### src/a2b_pkg.sv
/*
 * Shared constants and types for the masked A2B conversion
 * Word width, lane latency, share structs, per-lane randomness
 */

package a2b_pkg;

    // ====================
    // Constants
    // ====================
    localparam int A2B_WIDTH   = 8;              // Bits per secret word
    localparam int A2B_LATENCY = A2B_WIDTH + 2;  // Lane latency in cycles

    // ====================
    // Share types
    // ====================

    // One masked bit, value = sh1 ^ sh0
    typedef struct packed {
        logic sh1;
        logic sh0;
    } share_bit_t;

    // Arithmetic sharing, value = a1 + a0 mod 2^A2B_WIDTH
    typedef struct packed {
        logic [A2B_WIDTH-1:0] a1;
        logic [A2B_WIDTH-1:0] a0;
    } arith_shares_t;

    // Boolean sharing, value = b1 ^ b0
    typedef struct packed {
        logic [A2B_WIDTH-1:0] b1;
        logic [A2B_WIDTH-1:0] b0;
    } bool_shares_t;

    // Fresh randomness for one lane in one cycle
    typedef struct packed {
        logic [A2B_WIDTH-1:0] rnd_and;  // Masked AND gates of the carry chain
        logic [A2B_WIDTH-1:0] rnd_b0;   // Remask of share a0
        logic [A2B_WIDTH-1:0] rnd_b1;   // Remask of share a1
    } lane_rnd_t;

endpackage

### src/a2b_collect.sv
/*
 * Valid delay line and output register for all lanes
 */
`timescale 1ns/1ps

module a2b_collect
    import a2b_pkg::*;
#(
    parameter int NUM_LANES = 4
) (
    input  logic                         clk,
    input  logic                         rst_n,
    input  logic                         zeroize,
    input  logic                         in_valid,    // Same strobe the lanes see
    input  bool_shares_t [NUM_LANES-1:0] lane_out,
    output logic                         out_valid,   // One-cycle pulse
    output bool_shares_t [NUM_LANES-1:0] out_shares
);

    logic [A2B_LATENCY-1:0] vld_sr;  // Matches the lane pipeline depth

    // ====================
    // Delay line and output
    // ====================
    always_ff @(posedge clk or negedge rst_n) begin
        if (!rst_n) begin
            vld_sr     <= '0;
            out_valid  <= 1'b0;
            out_shares <= '0;
        end else if (zeroize) begin
            vld_sr     <= '0;  // Words in flight are dropped here
            out_valid  <= 1'b0;
            out_shares <= '0;
        end else begin
            vld_sr    <= {vld_sr[A2B_LATENCY-2:0], in_valid};
            out_valid <= vld_sr[A2B_LATENCY-1];
            if (vld_sr[A2B_LATENCY-1]) begin
                out_shares <= lane_out;  // Lanes are aligned in this cycle
            end
        end
    end

    a_no_valid_after_zeroize: assert property (
        @(posedge clk) disable iff (!rst_n) zeroize |=> !out_valid
    );

endmodule

### src/a2b_top.sv
/*
 * Masked A2B conversion subsystem
 * Mask generator, NUM_LANES conversion lanes, output collector
 */
`timescale 1ns/1ps

module a2b_top
    import a2b_pkg::*;
#(
    parameter int NUM_LANES = 4
) (
    input  logic                          clk,
    input  logic                          rst_n,
    input  logic                          zeroize,    // Level, clears all state
    input  logic                          seed_load,
    input  logic [31:0]                   seed,
    input  logic                          in_valid,
    input  arith_shares_t [NUM_LANES-1:0] in_shares,
    output logic                          out_valid,  // A2B_LATENCY+1 after in_valid
    output bool_shares_t  [NUM_LANES-1:0] out_shares
);

    lane_rnd_t    [NUM_LANES-1:0] lane_rnd;  // Fresh masks per lane
    bool_shares_t [NUM_LANES-1:0] lane_out;  // Lane results before the collector

    mask_rng #(
        .NUM_LANES (NUM_LANES)
    ) i_mask_rng (
        .clk       (clk),
        .rst_n     (rst_n),
        .zeroize   (zeroize),
        .seed_load (seed_load),
        .seed      (seed),
        .lane_rnd  (lane_rnd)
    );

    // ====================
    // Conversion lanes
    // ====================
    for (genvar l = 0; l < NUM_LANES; l++) begin : g_lane
        masked_a2b_conv i_conv (
            .clk     (clk),
            .rst_n   (rst_n),
            .zeroize (zeroize),
            .x       (in_shares[l]),
            .rnd     (lane_rnd[l]),
            .s       (lane_out[l])
        );
    end

    a2b_collect #(
        .NUM_LANES (NUM_LANES)
    ) i_collect (
        .clk        (clk),
        .rst_n      (rst_n),
        .zeroize    (zeroize),
        .in_valid   (in_valid),
        .lane_out   (lane_out),
        .out_valid  (out_valid),
        .out_shares (out_shares)
    );

endmodule

### src/mask_rng.sv
/*
 * Per-lane xorshift32 mask generators
 * Seed load, lane mixing, slicing into the lane randomness fields
 */
`timescale 1ns/1ps

module mask_rng
    import a2b_pkg::*;
#(
    parameter int NUM_LANES = 4
) (
    input  logic                      clk,
    input  logic                      rst_n,
    input  logic                      zeroize,    // Reloads from seed
    input  logic                      seed_load,  // Reloads from seed
    input  logic [31:0]               seed,
    output lane_rnd_t [NUM_LANES-1:0] lane_rnd    // New words every cycle
);

    localparam logic [31:0] RESET_SEED  = 32'h2545_F491;  // Power-up seed
    localparam logic [31:0] LANE_SPREAD = 32'h9E37_79B9;  // Golden ratio step

    logic [31:0] state_q [NUM_LANES];

    // Seed mixed with the lane index, never zero
    function automatic logic [31:0] lane_seed(input logic [31:0] base, input int lane);
        logic [31:0] mixed;
        mixed = base ^ (LANE_SPREAD * 32'(lane + 1));
        mixed = mixed ^ (mixed >> 16);
        return (mixed == '0) ? 32'h0000_0001 : mixed;
    endfunction

    function automatic logic [31:0] xorshift32(input logic [31:0] st);
        logic [31:0] t;
        t = st ^ (st << 13);
        t = t ^ (t >> 17);
        t = t ^ (t << 5);
        return t;
    endfunction

    // ====================
    // Lane generators
    // ====================
    for (genvar l = 0; l < NUM_LANES; l++) begin : g_lane
        logic [31:0] rot11;
        logic [31:0] rot22;

        always_ff @(posedge clk or negedge rst_n) begin
            if (!rst_n) begin
                state_q[l] <= lane_seed(RESET_SEED, l);
            end else if (zeroize || seed_load) begin
                state_q[l] <= lane_seed(seed, l);
            end else begin
                state_q[l] <= xorshift32(state_q[l]);  // Advance every cycle
            end
        end

        assign rot11 = {state_q[l][20:0], state_q[l][31:21]};
        assign rot22 = {state_q[l][9:0], state_q[l][31:10]};

        assign lane_rnd[l] = '{
            rnd_and: state_q[l][A2B_WIDTH-1:0],
            rnd_b0:  rot11[A2B_WIDTH-1:0],
            rnd_b1:  rot22[A2B_WIDTH-1:0]
        };

        // Xorshift locks up in the all-zero state
        a_state_nonzero: assert property (
            @(posedge clk) disable iff (!rst_n) state_q[l] != '0
        );
    end

endmodule

### src/masked_a2b_conv.sv
/*
 * One lane of arithmetic-to-Boolean share conversion
 * Remask, skew, masked ripple-carry chain, deskew
 */
`timescale 1ns/1ps

module masked_a2b_conv
    import a2b_pkg::*;
(
    input  logic          clk,
    input  logic          rst_n,
    input  logic          zeroize,
    input  arith_shares_t x,       // Sampled every cycle
    input  lane_rnd_t     rnd,
    output bool_shares_t  s        // A2B_LATENCY cycles after x
);

    share_bit_t           carry   [A2B_WIDTH];  // carry[i] enters bit i
    share_bit_t           sum_bit [A2B_WIDTH];  // Combinational sum per bit
    logic [A2B_WIDTH-1:0] b1_w;
    logic [A2B_WIDTH-1:0] b0_w;

    assign carry[0] = '0;  // No carry into the LSB

    // ====================
    // Bit slices
    // ====================
    for (genvar i = 0; i < A2B_WIDTH; i++) begin : g_bit
        localparam int SKEW   = i + 1;              // Stages until carry i arrives
        localparam int DESKEW = A2B_WIDTH + 1 - i;  // Stages to the common output edge

        share_bit_t p_q   [SKEW];    // Boolean pair built from a0
        share_bit_t q_q   [SKEW];    // Boolean pair built from a1
        share_bit_t sum_q [DESKEW];  // Sum waiting for the higher bits

        always_ff @(posedge clk or negedge rst_n) begin
            if (!rst_n) begin
                for (int k = 0; k < SKEW; k++) begin
                    p_q[k] <= '0;
                    q_q[k] <= '0;
                end
                for (int k = 0; k < DESKEW; k++) begin
                    sum_q[k] <= '0;
                end
            end else if (zeroize) begin
                for (int k = 0; k < SKEW; k++) begin
                    p_q[k] <= '0;
                    q_q[k] <= '0;
                end
                for (int k = 0; k < DESKEW; k++) begin
                    sum_q[k] <= '0;
                end
            end else begin
                // Each arithmetic share becomes its own Boolean pair
                p_q[0] <= '{sh1: rnd.rnd_b0[i], sh0: x.a0[i] ^ rnd.rnd_b0[i]};
                q_q[0] <= '{sh1: rnd.rnd_b1[i], sh0: x.a1[i] ^ rnd.rnd_b1[i]};
                for (int k = 1; k < SKEW; k++) begin
                    p_q[k] <= p_q[k-1];  // Triangular skew
                    q_q[k] <= q_q[k-1];
                end
                sum_q[0] <= sum_bit[i];
                for (int k = 1; k < DESKEW; k++) begin
                    sum_q[k] <= sum_q[k-1];  // Triangular deskew
                end
            end
        end

        if (i < A2B_WIDTH - 1) begin : g_fa
            masked_full_adder i_fa (
                .clk     (clk),
                .rst_n   (rst_n),
                .zeroize (zeroize),
                .x       (p_q[SKEW-1]),
                .y       (q_q[SKEW-1]),
                .c_in    (carry[i]),
                .rnd     (rnd.rnd_and[i]),
                .s       (sum_bit[i]),
                .c_out   (carry[i+1])
            );
        end else begin : g_msb
            // Top bit has no carry out and needs XOR only
            // Spare AND bit refreshes both shares
            assign sum_bit[i] = '{
                sh1: p_q[SKEW-1].sh1 ^ q_q[SKEW-1].sh1 ^ carry[i].sh1 ^ rnd.rnd_and[i],
                sh0: p_q[SKEW-1].sh0 ^ q_q[SKEW-1].sh0 ^ carry[i].sh0 ^ rnd.rnd_and[i]
            };
        end

        assign b1_w[i] = sum_q[DESKEW-1].sh1;
        assign b0_w[i] = sum_q[DESKEW-1].sh0;
    end

    // All bits leave on the same edge
    assign s = '{b1: b1_w, b0: b0_w};

endmodule

### src/masked_full_adder.sv
/*
 * First-order masked full adder on bit share pairs
 * Combinational sum, DOM-protected majority carry with one register stage
 */
`timescale 1ns/1ps

module masked_full_adder
    import a2b_pkg::*;
(
    input  logic       clk,
    input  logic       rst_n,
    input  logic       zeroize,   // Synchronous clear of the carry registers
    input  share_bit_t x,
    input  share_bit_t y,
    input  share_bit_t c_in,
    input  logic       rnd,       // Fresh bit for the cross-domain terms
    output share_bit_t s,
    output share_bit_t c_out      // Valid one cycle after the inputs
);

    share_bit_t u;          // x ^ c
    share_bit_t v;          // y ^ c
    logic       inner0_q;   // Domain 0 product with carry share folded in
    logic       inner1_q;   // Domain 1 product with carry share folded in
    logic       cross0_q;   // Refreshed cross term, lands in domain 0
    logic       cross1_q;   // Refreshed cross term, lands in domain 1

    // ====================
    // Sum path
    // ====================
    assign s.sh1 = x.sh1 ^ y.sh1 ^ c_in.sh1;  // Linear, share by share
    assign s.sh0 = x.sh0 ^ y.sh0 ^ c_in.sh0;

    // ====================
    // Carry path
    // ====================
    // maj(x, y, c) = ((x ^ c) & (y ^ c)) ^ c needs only one masked AND
    assign u.sh1 = x.sh1 ^ c_in.sh1;
    assign u.sh0 = x.sh0 ^ c_in.sh0;
    assign v.sh1 = y.sh1 ^ c_in.sh1;
    assign v.sh0 = y.sh0 ^ c_in.sh0;

    always_ff @(posedge clk or negedge rst_n) begin
        if (!rst_n) begin
            inner0_q <= 1'b0;
            inner1_q <= 1'b0;
            cross0_q <= 1'b0;
            cross1_q <= 1'b0;
        end else if (zeroize) begin
            inner0_q <= 1'b0;
            inner1_q <= 1'b0;
            cross0_q <= 1'b0;
            cross1_q <= 1'b0;
        end else begin
            inner0_q <= (u.sh0 & v.sh0) ^ c_in.sh0;
            inner1_q <= (u.sh1 & v.sh1) ^ c_in.sh1;
            cross0_q <= (u.sh0 & v.sh1) ^ rnd;  // Refreshed before it meets domain 0
            cross1_q <= (u.sh1 & v.sh0) ^ rnd;
        end
    end

    // Shares recombine only after the register stage
    assign c_out.sh0 = inner0_q ^ cross0_q;
    assign c_out.sh1 = inner1_q ^ cross1_q;

    a_carry_zeroize: assert property (
        @(posedge clk) disable iff (!rst_n) zeroize |=> (c_out == '0)
    );

endmodule

### config.mk
export PLATFORM = sky130hd
export DESIGN_NAME = a2b_top
export DESIGN_NICKNAME = d
export VERILOG_FILES = /design/src/a2b_pkg.sv /design/src/a2b_collect.sv /design/src/a2b_top.sv /design/src/mask_rng.sv /design/src/masked_a2b_conv.sv /design/src/masked_full_adder.sv
export SDC_FILE = /design/constraint.sdc
export NUM_CORES = 2
export LEC_CHECK = 0
export BUFFER_PORTS_ARGS = -buffer_cell sky130_fd_sc_hd__buf_2
export CORE_UTILIZATION = 45
export DETAILED_ROUTE_END_ITERATION = 8
export GPL_TIMING_DRIVEN = 1
export PLACE_DENSITY_LB_ADDON = 0.12
export SLEW_MARGIN = 15
export SYNTH_ARGS = -nofsm -noshare
export SYNTH_HDL_FRONTEND = slang
export SYNTH_HIERARCHICAL = 1
export SYNTH_SLANG_ARGS = --single-unit
### constraint.sdc
create_clock -name clk -period 2.5 [get_ports clk]
set_clock_uncertainty 0.1 [all_clocks]
set_input_delay 0.375 -clock clk [delete_from_list [all_inputs] [get_ports clk]]
set_output_delay 0.375 -clock clk [all_outputs]
set_load 0.01 [all_outputs]
======== Word level (Yosys, flattened, before mapping) ========
Index checks and enable logic that the tools add are counted.
word-level totals
  output and inout port bits .............. 65
  word-level logic and storage cells ...... 1860
  register bits after elaboration ......... 1243
  input port bits ......................... 101
operators by class
  bitwise logic cells ..................... 580
  muxes and demuxes ....................... 220
  reduce and logical (&&, ||, !) cells .... 6
operators by type and width
  operator            number
  $xor A1 B1 Y1       448
  $mux W32            8
  $xor A32 B32 Y32    8
  $mux W16            12
  $mux W14            12
  $mux W12            12
  $mux W10            13
  $logic_not A32 Y1   4
  $mux W64            2
  $xor A32 B15 Y32    4
  $xor A32 B16 Y32    4
  $mux W1             113
  $and A1 B1 Y1       112
  $mux W8             12
  $mux W18            4
  $mux W6             12
  $mux W4             12
  $not A19 Y19        2
  $not A20 Y20        1
  $not A18 Y18        1
  $mux W2             8
  $reduce_bool A2 Y1  1
  $logic_or A1 B1 Y1  1

======== Longest topological paths before layout ========
  depth in word-level cells ............... 5
  mapped depth ............................ 6
  depth with buffers taken out ............ 4

======== Hierarchy ========
Netlist, hierarchy kept.
by module, submodules not included
  module             sequential area each (um^2)  area an instance (um^2)  times used  cells each
  masked_a2b_conv    5805.6                       8438.1                   4           529
  mask_rng           3293.2                       7902.6                   1           726
  masked_full_adder  100.1                        237.7                    28          24
  a2b_collect        1876.8                       2952.8                   1           229

======== Worst setup path before layout ========
Ideal clock, no wire load.
  path kind ............................... reg-to-reg
  from .................................... register i_mask_rng.state_q (netlist bit i_mask_rng/lane_rnd[93])
  to ...................................... register i_mask_rng.state_q (netlist bit i_mask_rng/lane_rnd[94])
  setup time .............................. 93 ps
  data required time ...................... 2307 ps
  path slack .............................. 1075 ps
  stages on the path, launching flop included .. 5
  clock period less this slack ............ 1425 ps
  arrival ................................. 1232 ps
  buffers on the path ..................... 0
  cell sequence ........................... dfstp_2 -> xor2_1 -> xnor2_1 -> xnor2_1 -> a21oi_1
between the ends
  longest elaborated chain between the ends .. 4
RTL lines
  element                            line            RTL
  from (decl)                        mask_rng.sv:23  logic [31:0] state_q [NUM_LANES];
  from (signal, indexed assignment)  mask_rng.sv:50  state_q[l] <= lane_seed(RESET_SEED, l);
  from (signal, indexed assignment)  mask_rng.sv:52  state_q[l] <= lane_seed(seed, l);
  from (signal, indexed assignment)  mask_rng.sv:54  state_q[l] <= xorshift32(state_q[l]);
  $xor A32 B32 Y32                   mask_rng.sv:35  t = st ^ (st << 13);
  $xor A32 B15 Y32                   mask_rng.sv:36  t = t ^ (t >> 17);
  $xor A32 B32 Y32                   mask_rng.sv:37  t = t ^ (t << 5);
  $mux W32                           mask_rng.sv:51  end else if (zeroize || seed_load) begin
Every way passes these cells.
A chain may end at the register's enable or synchronous reset.

======== Worst setup path in the final report ========
  from .................................... input port zeroize
  to ...................................... register i_mask_rng.state_q (netlist bit i_mask_rng/g_lane[2].rot11[29])
between the ends
  longest elaborated chain between the ends .. 2
RTL lines
  element             line            RTL
  from (decl)         a2b_top.sv:14   input logic zeroize,
  $logic_or A1 B1 Y1  mask_rng.sv:51
  $mux W32            mask_rng.sv:51
Every way passes these cells.

==> qor.txt <==
Layout cells sized above 1 -> 31.0%
Final Hold Vio Count -> 0
Filler instances -> 9798
Slew Limit Fails -> 0
Via count -> 25205
Dominant synthesized flop cell -> dfrtp_1
Worst slew margin -> 40.4%
Fin nets -> 4040
Largest net degree at the start of global routing -> 113
Worst path max stage delay -> 740 ps
Sequential cell area fraction in the yosys report -> 60.9%
Die X -> 340 um
RSZ-0062 raised after global routing -> false
Final Util -> 51.3%
Synthesized area -> 51300 um2
Post-synth EDFFs -> 0
Die footprint -> 115000 um2
CP Class -> in2reg
Commonest non-fill, non-tap cell in the layout -> dfrtp_1
Die Height -> 340 um
Slowest stage cell, crit path -> or2_2
Async S/R FF share, synth -> 100%
Clock sink count -> 1243
Initial antenna violation count -> 10
Multi-input gate area -> 17500 um2
Avg Cell Area, Syn -> 13.7 um2
Clk buf depth -> 3
Yosys synthesis warning count -> 6
Required time worst endpoint -> 2980 ps
CTS tree -> done
Vias in the first global route -> 25962
Power per Cell Area -> 1010 nW/um2
Buffers on Ports -> 165
Critical-path maximum fanout -> 54
Setup crit start kind -> input pin
Core ar. -> 113000 um2
Overflow after GRT -> 0
FMAX -> 520 MHz
Final TNS setup -> 0 ps
CTS Root Cell -> clkbuf_16
Crit. End Element -> flip-flop
Drt via density -> 4.54
Area grow syn2layout -> 12.8%
CTS Buf Count -> 137
Starting Density -> 45.5%
Unique cell type count in the Yosys netlist -> 42
Row count -> 123
Crit path DAT -> 2410 ps
Routed Antenna Nets -> 0
Routability cong. -> 0.865
Syn Inst Count -> 3743
Ports -> 166
Post-CTS setup buffers -> 0
Worst-Margin Slew -> 895 ps
Detailed-route DRC error count -> 0
First-pass GRT wire length -> 151000 um
Outcome -> completed
FF+latch count, synth -> 1243
Storage element area -> 31200 um2
Finish-stage setup viols -> 0
Worst IR Drop VDD -> 748 uV
Wire per inst -> 16.7 um
Most frequent cells in the layout -> 1170 x dfrtp_1, 480 x nor2b_2, 411 x xnor2_1
Drt first-iter violations -> 1495
Hold crit path type -> in2reg
Max Cap Violations -> 0
Crit-path cells -> dlygate4sd3_1 > buf_12 > or2_2 > and2_1 > a21oi_1
Fin crit share -> 76.9%
GRT Util Overall -> 16.9%
Clock transition at path regs -> 60 ps
WL final -> 92900 um
Final worst path period need -> 1920 ps
LEAKAGE -> 25.7 nW
Dpl hpwl -> 61900 um
Clock latency at the later pin of the worst-skew pair -> 730 ps
Pre-antenna DRT Iters -> 5
Post-CTS sizing -> 0
H-Tree Depth -> 4
[what timing repair did]
item / CTS / global route
endpoints found under the hold margin: 696 / 0
setup endpoints to repair: 0 / 0
hold buffers: 78 / 0
[routing by layer]
metal	GRT usage (%)	up-vias	part of all wire, %
met5	0	-	0.033
met4	4.90	4	1.9
met3	3.60	142	4.5
met2	25.8	388	46
met1	24.4	12766	47
li1	-	11905	-
[path summary, 6_finish.rpt]
kind,from,to,slack [ps],depth (start not counted)
min in group asynchronous,rst_n,g_lane[1].i_conv/g_bit[4].sum_q[9],130,2
worst min register to register,g_lane[0].i_conv/g_bit[4].q_q[6],g_lane[0].i_conv/g_bit[4].q_q[4],350,1
max in group asynchronous,rst_n,i_collect/vld_sr[9],1190,3
worst max-delay path,zeroize,i_mask_rng/g_lane[2].rot11[29],580,5
worst max register to register,i_mask_rng/lane_rnd[5],i_mask_rng/lane_rnd[6],690,4
worst min-delay path,seed[9],i_mask_rng/g_lane[3].rot11[20],70,4
[state kept, by name (all words and copies together) (netlist names)]
register and cells:
g_lane.i_conv/g_bit.sum_q 288, i_mask_rng/lane_rnd 96, i_collect/out_valid 1, g_lane.i_conv/g_bit.g_fa.i_fa/cross0_q 28
g_lane.i_conv/g_bit.g_fa.i_fa/inner1_q 28, i_collect/vld_sr 10, i_mask_rng/g_lane.rot11 32, g_lane.i_conv/g_bit.g_fa.i_fa/cross1_q 28
g_lane.i_conv/g_bit.p_q 288, g_lane.i_conv/g_bit.g_fa.i_fa/inner0_q 28, g_lane.i_conv/g_bit.q_q 288, g_lane.i_conv/s 64
i_collect/out_shares 64
[area by class of cell]
class	instances	share of cell area, %
repair buffers	328	4.47
clock buffers	208	7.21
flip-flops and latches	1243	54.0
diodes	5	0.0216
well taps	1500	3.25
clock inverters	34	0.770
multi-input cells	2229	30.3
[Yosys cell counts, types with 4 or more instances]
cell type | count | area [um2]
o21bai_1 | 4 | 30.0
buf_12 | 20 | 400
nand2_1 | 66 | 248
conb_1 | 4 | 15.0
dfrtp_1 | 1171 | 29300
buf_8 | 9 | 135
xor2_2 | 9 | 146
o21ai_1 | 7 | 35.0
nor2b_2 | 480 | 4200
and2_1 | 13 | 81.3
xor2_1 | 127 | 1110
clkbuf_1 | 18 | 67.6
buf_6 | 61 | 687
dfstp_2 | 72 | 1890
xnor2_1 | 411 | 3600
buf_4 | 161 | 1210
mux2i_1 | 121 | 1210
nor2b_4 | 160 | 2200
or2_2 | 30 | 188
xnor2_2 | 34 | 553
nand4_1 | 4 | 25.0
nor2b_1 | 227 | 1420
buf_2 | 28 | 140
nand2b_1 | 31 | 194
o21ai_0 | 86 | 430
nor2_1 | 219 | 822
a21oi_1 | 143 | 716
[worst max-delay path, delay by kind of cell]
family / cells / cell delay, ps
AND/OR/NAND/NOR: 2 / 1160
buffers and inverters: 2 / 770
AO/OA/AOI/OAI: 1 / 80
[stage by stage]
step	setup WS (ps)	hold slack [ps]	cells	total power, W	area, um2
CTS	642	2.44	5542	0.0592	57800
finish	577	74.8	5547	0.0582	57800
global placement	469	274	5222	0.0384	52400
global route	465	38.0	5543	0.0614	57800
detailed placement	448	269	5222	0.0384	52400
floorplan	1080	-20.6	3771	0.0357	51400
[logic make-up after synthesis]
| logic type | share of synthesized area [%] |
|---|---|
| flops | 60.9 |
| xor+xnor | 10.6 |
| compound gates | 2.41 |
| buf+inv | 5.16 |
| mux | 2.36 |
| simple gates | 18.6 |
| other cells | 0.0293 |
[power breakdown]
part	leakage, nW	internal, W	switching [W]
sequential	16.6	0.0229	0.00227
combinational	6.88	0.00649	0.00641
clock	2.27	0.0123	0.00786
(Power assumes the default switching activity.)
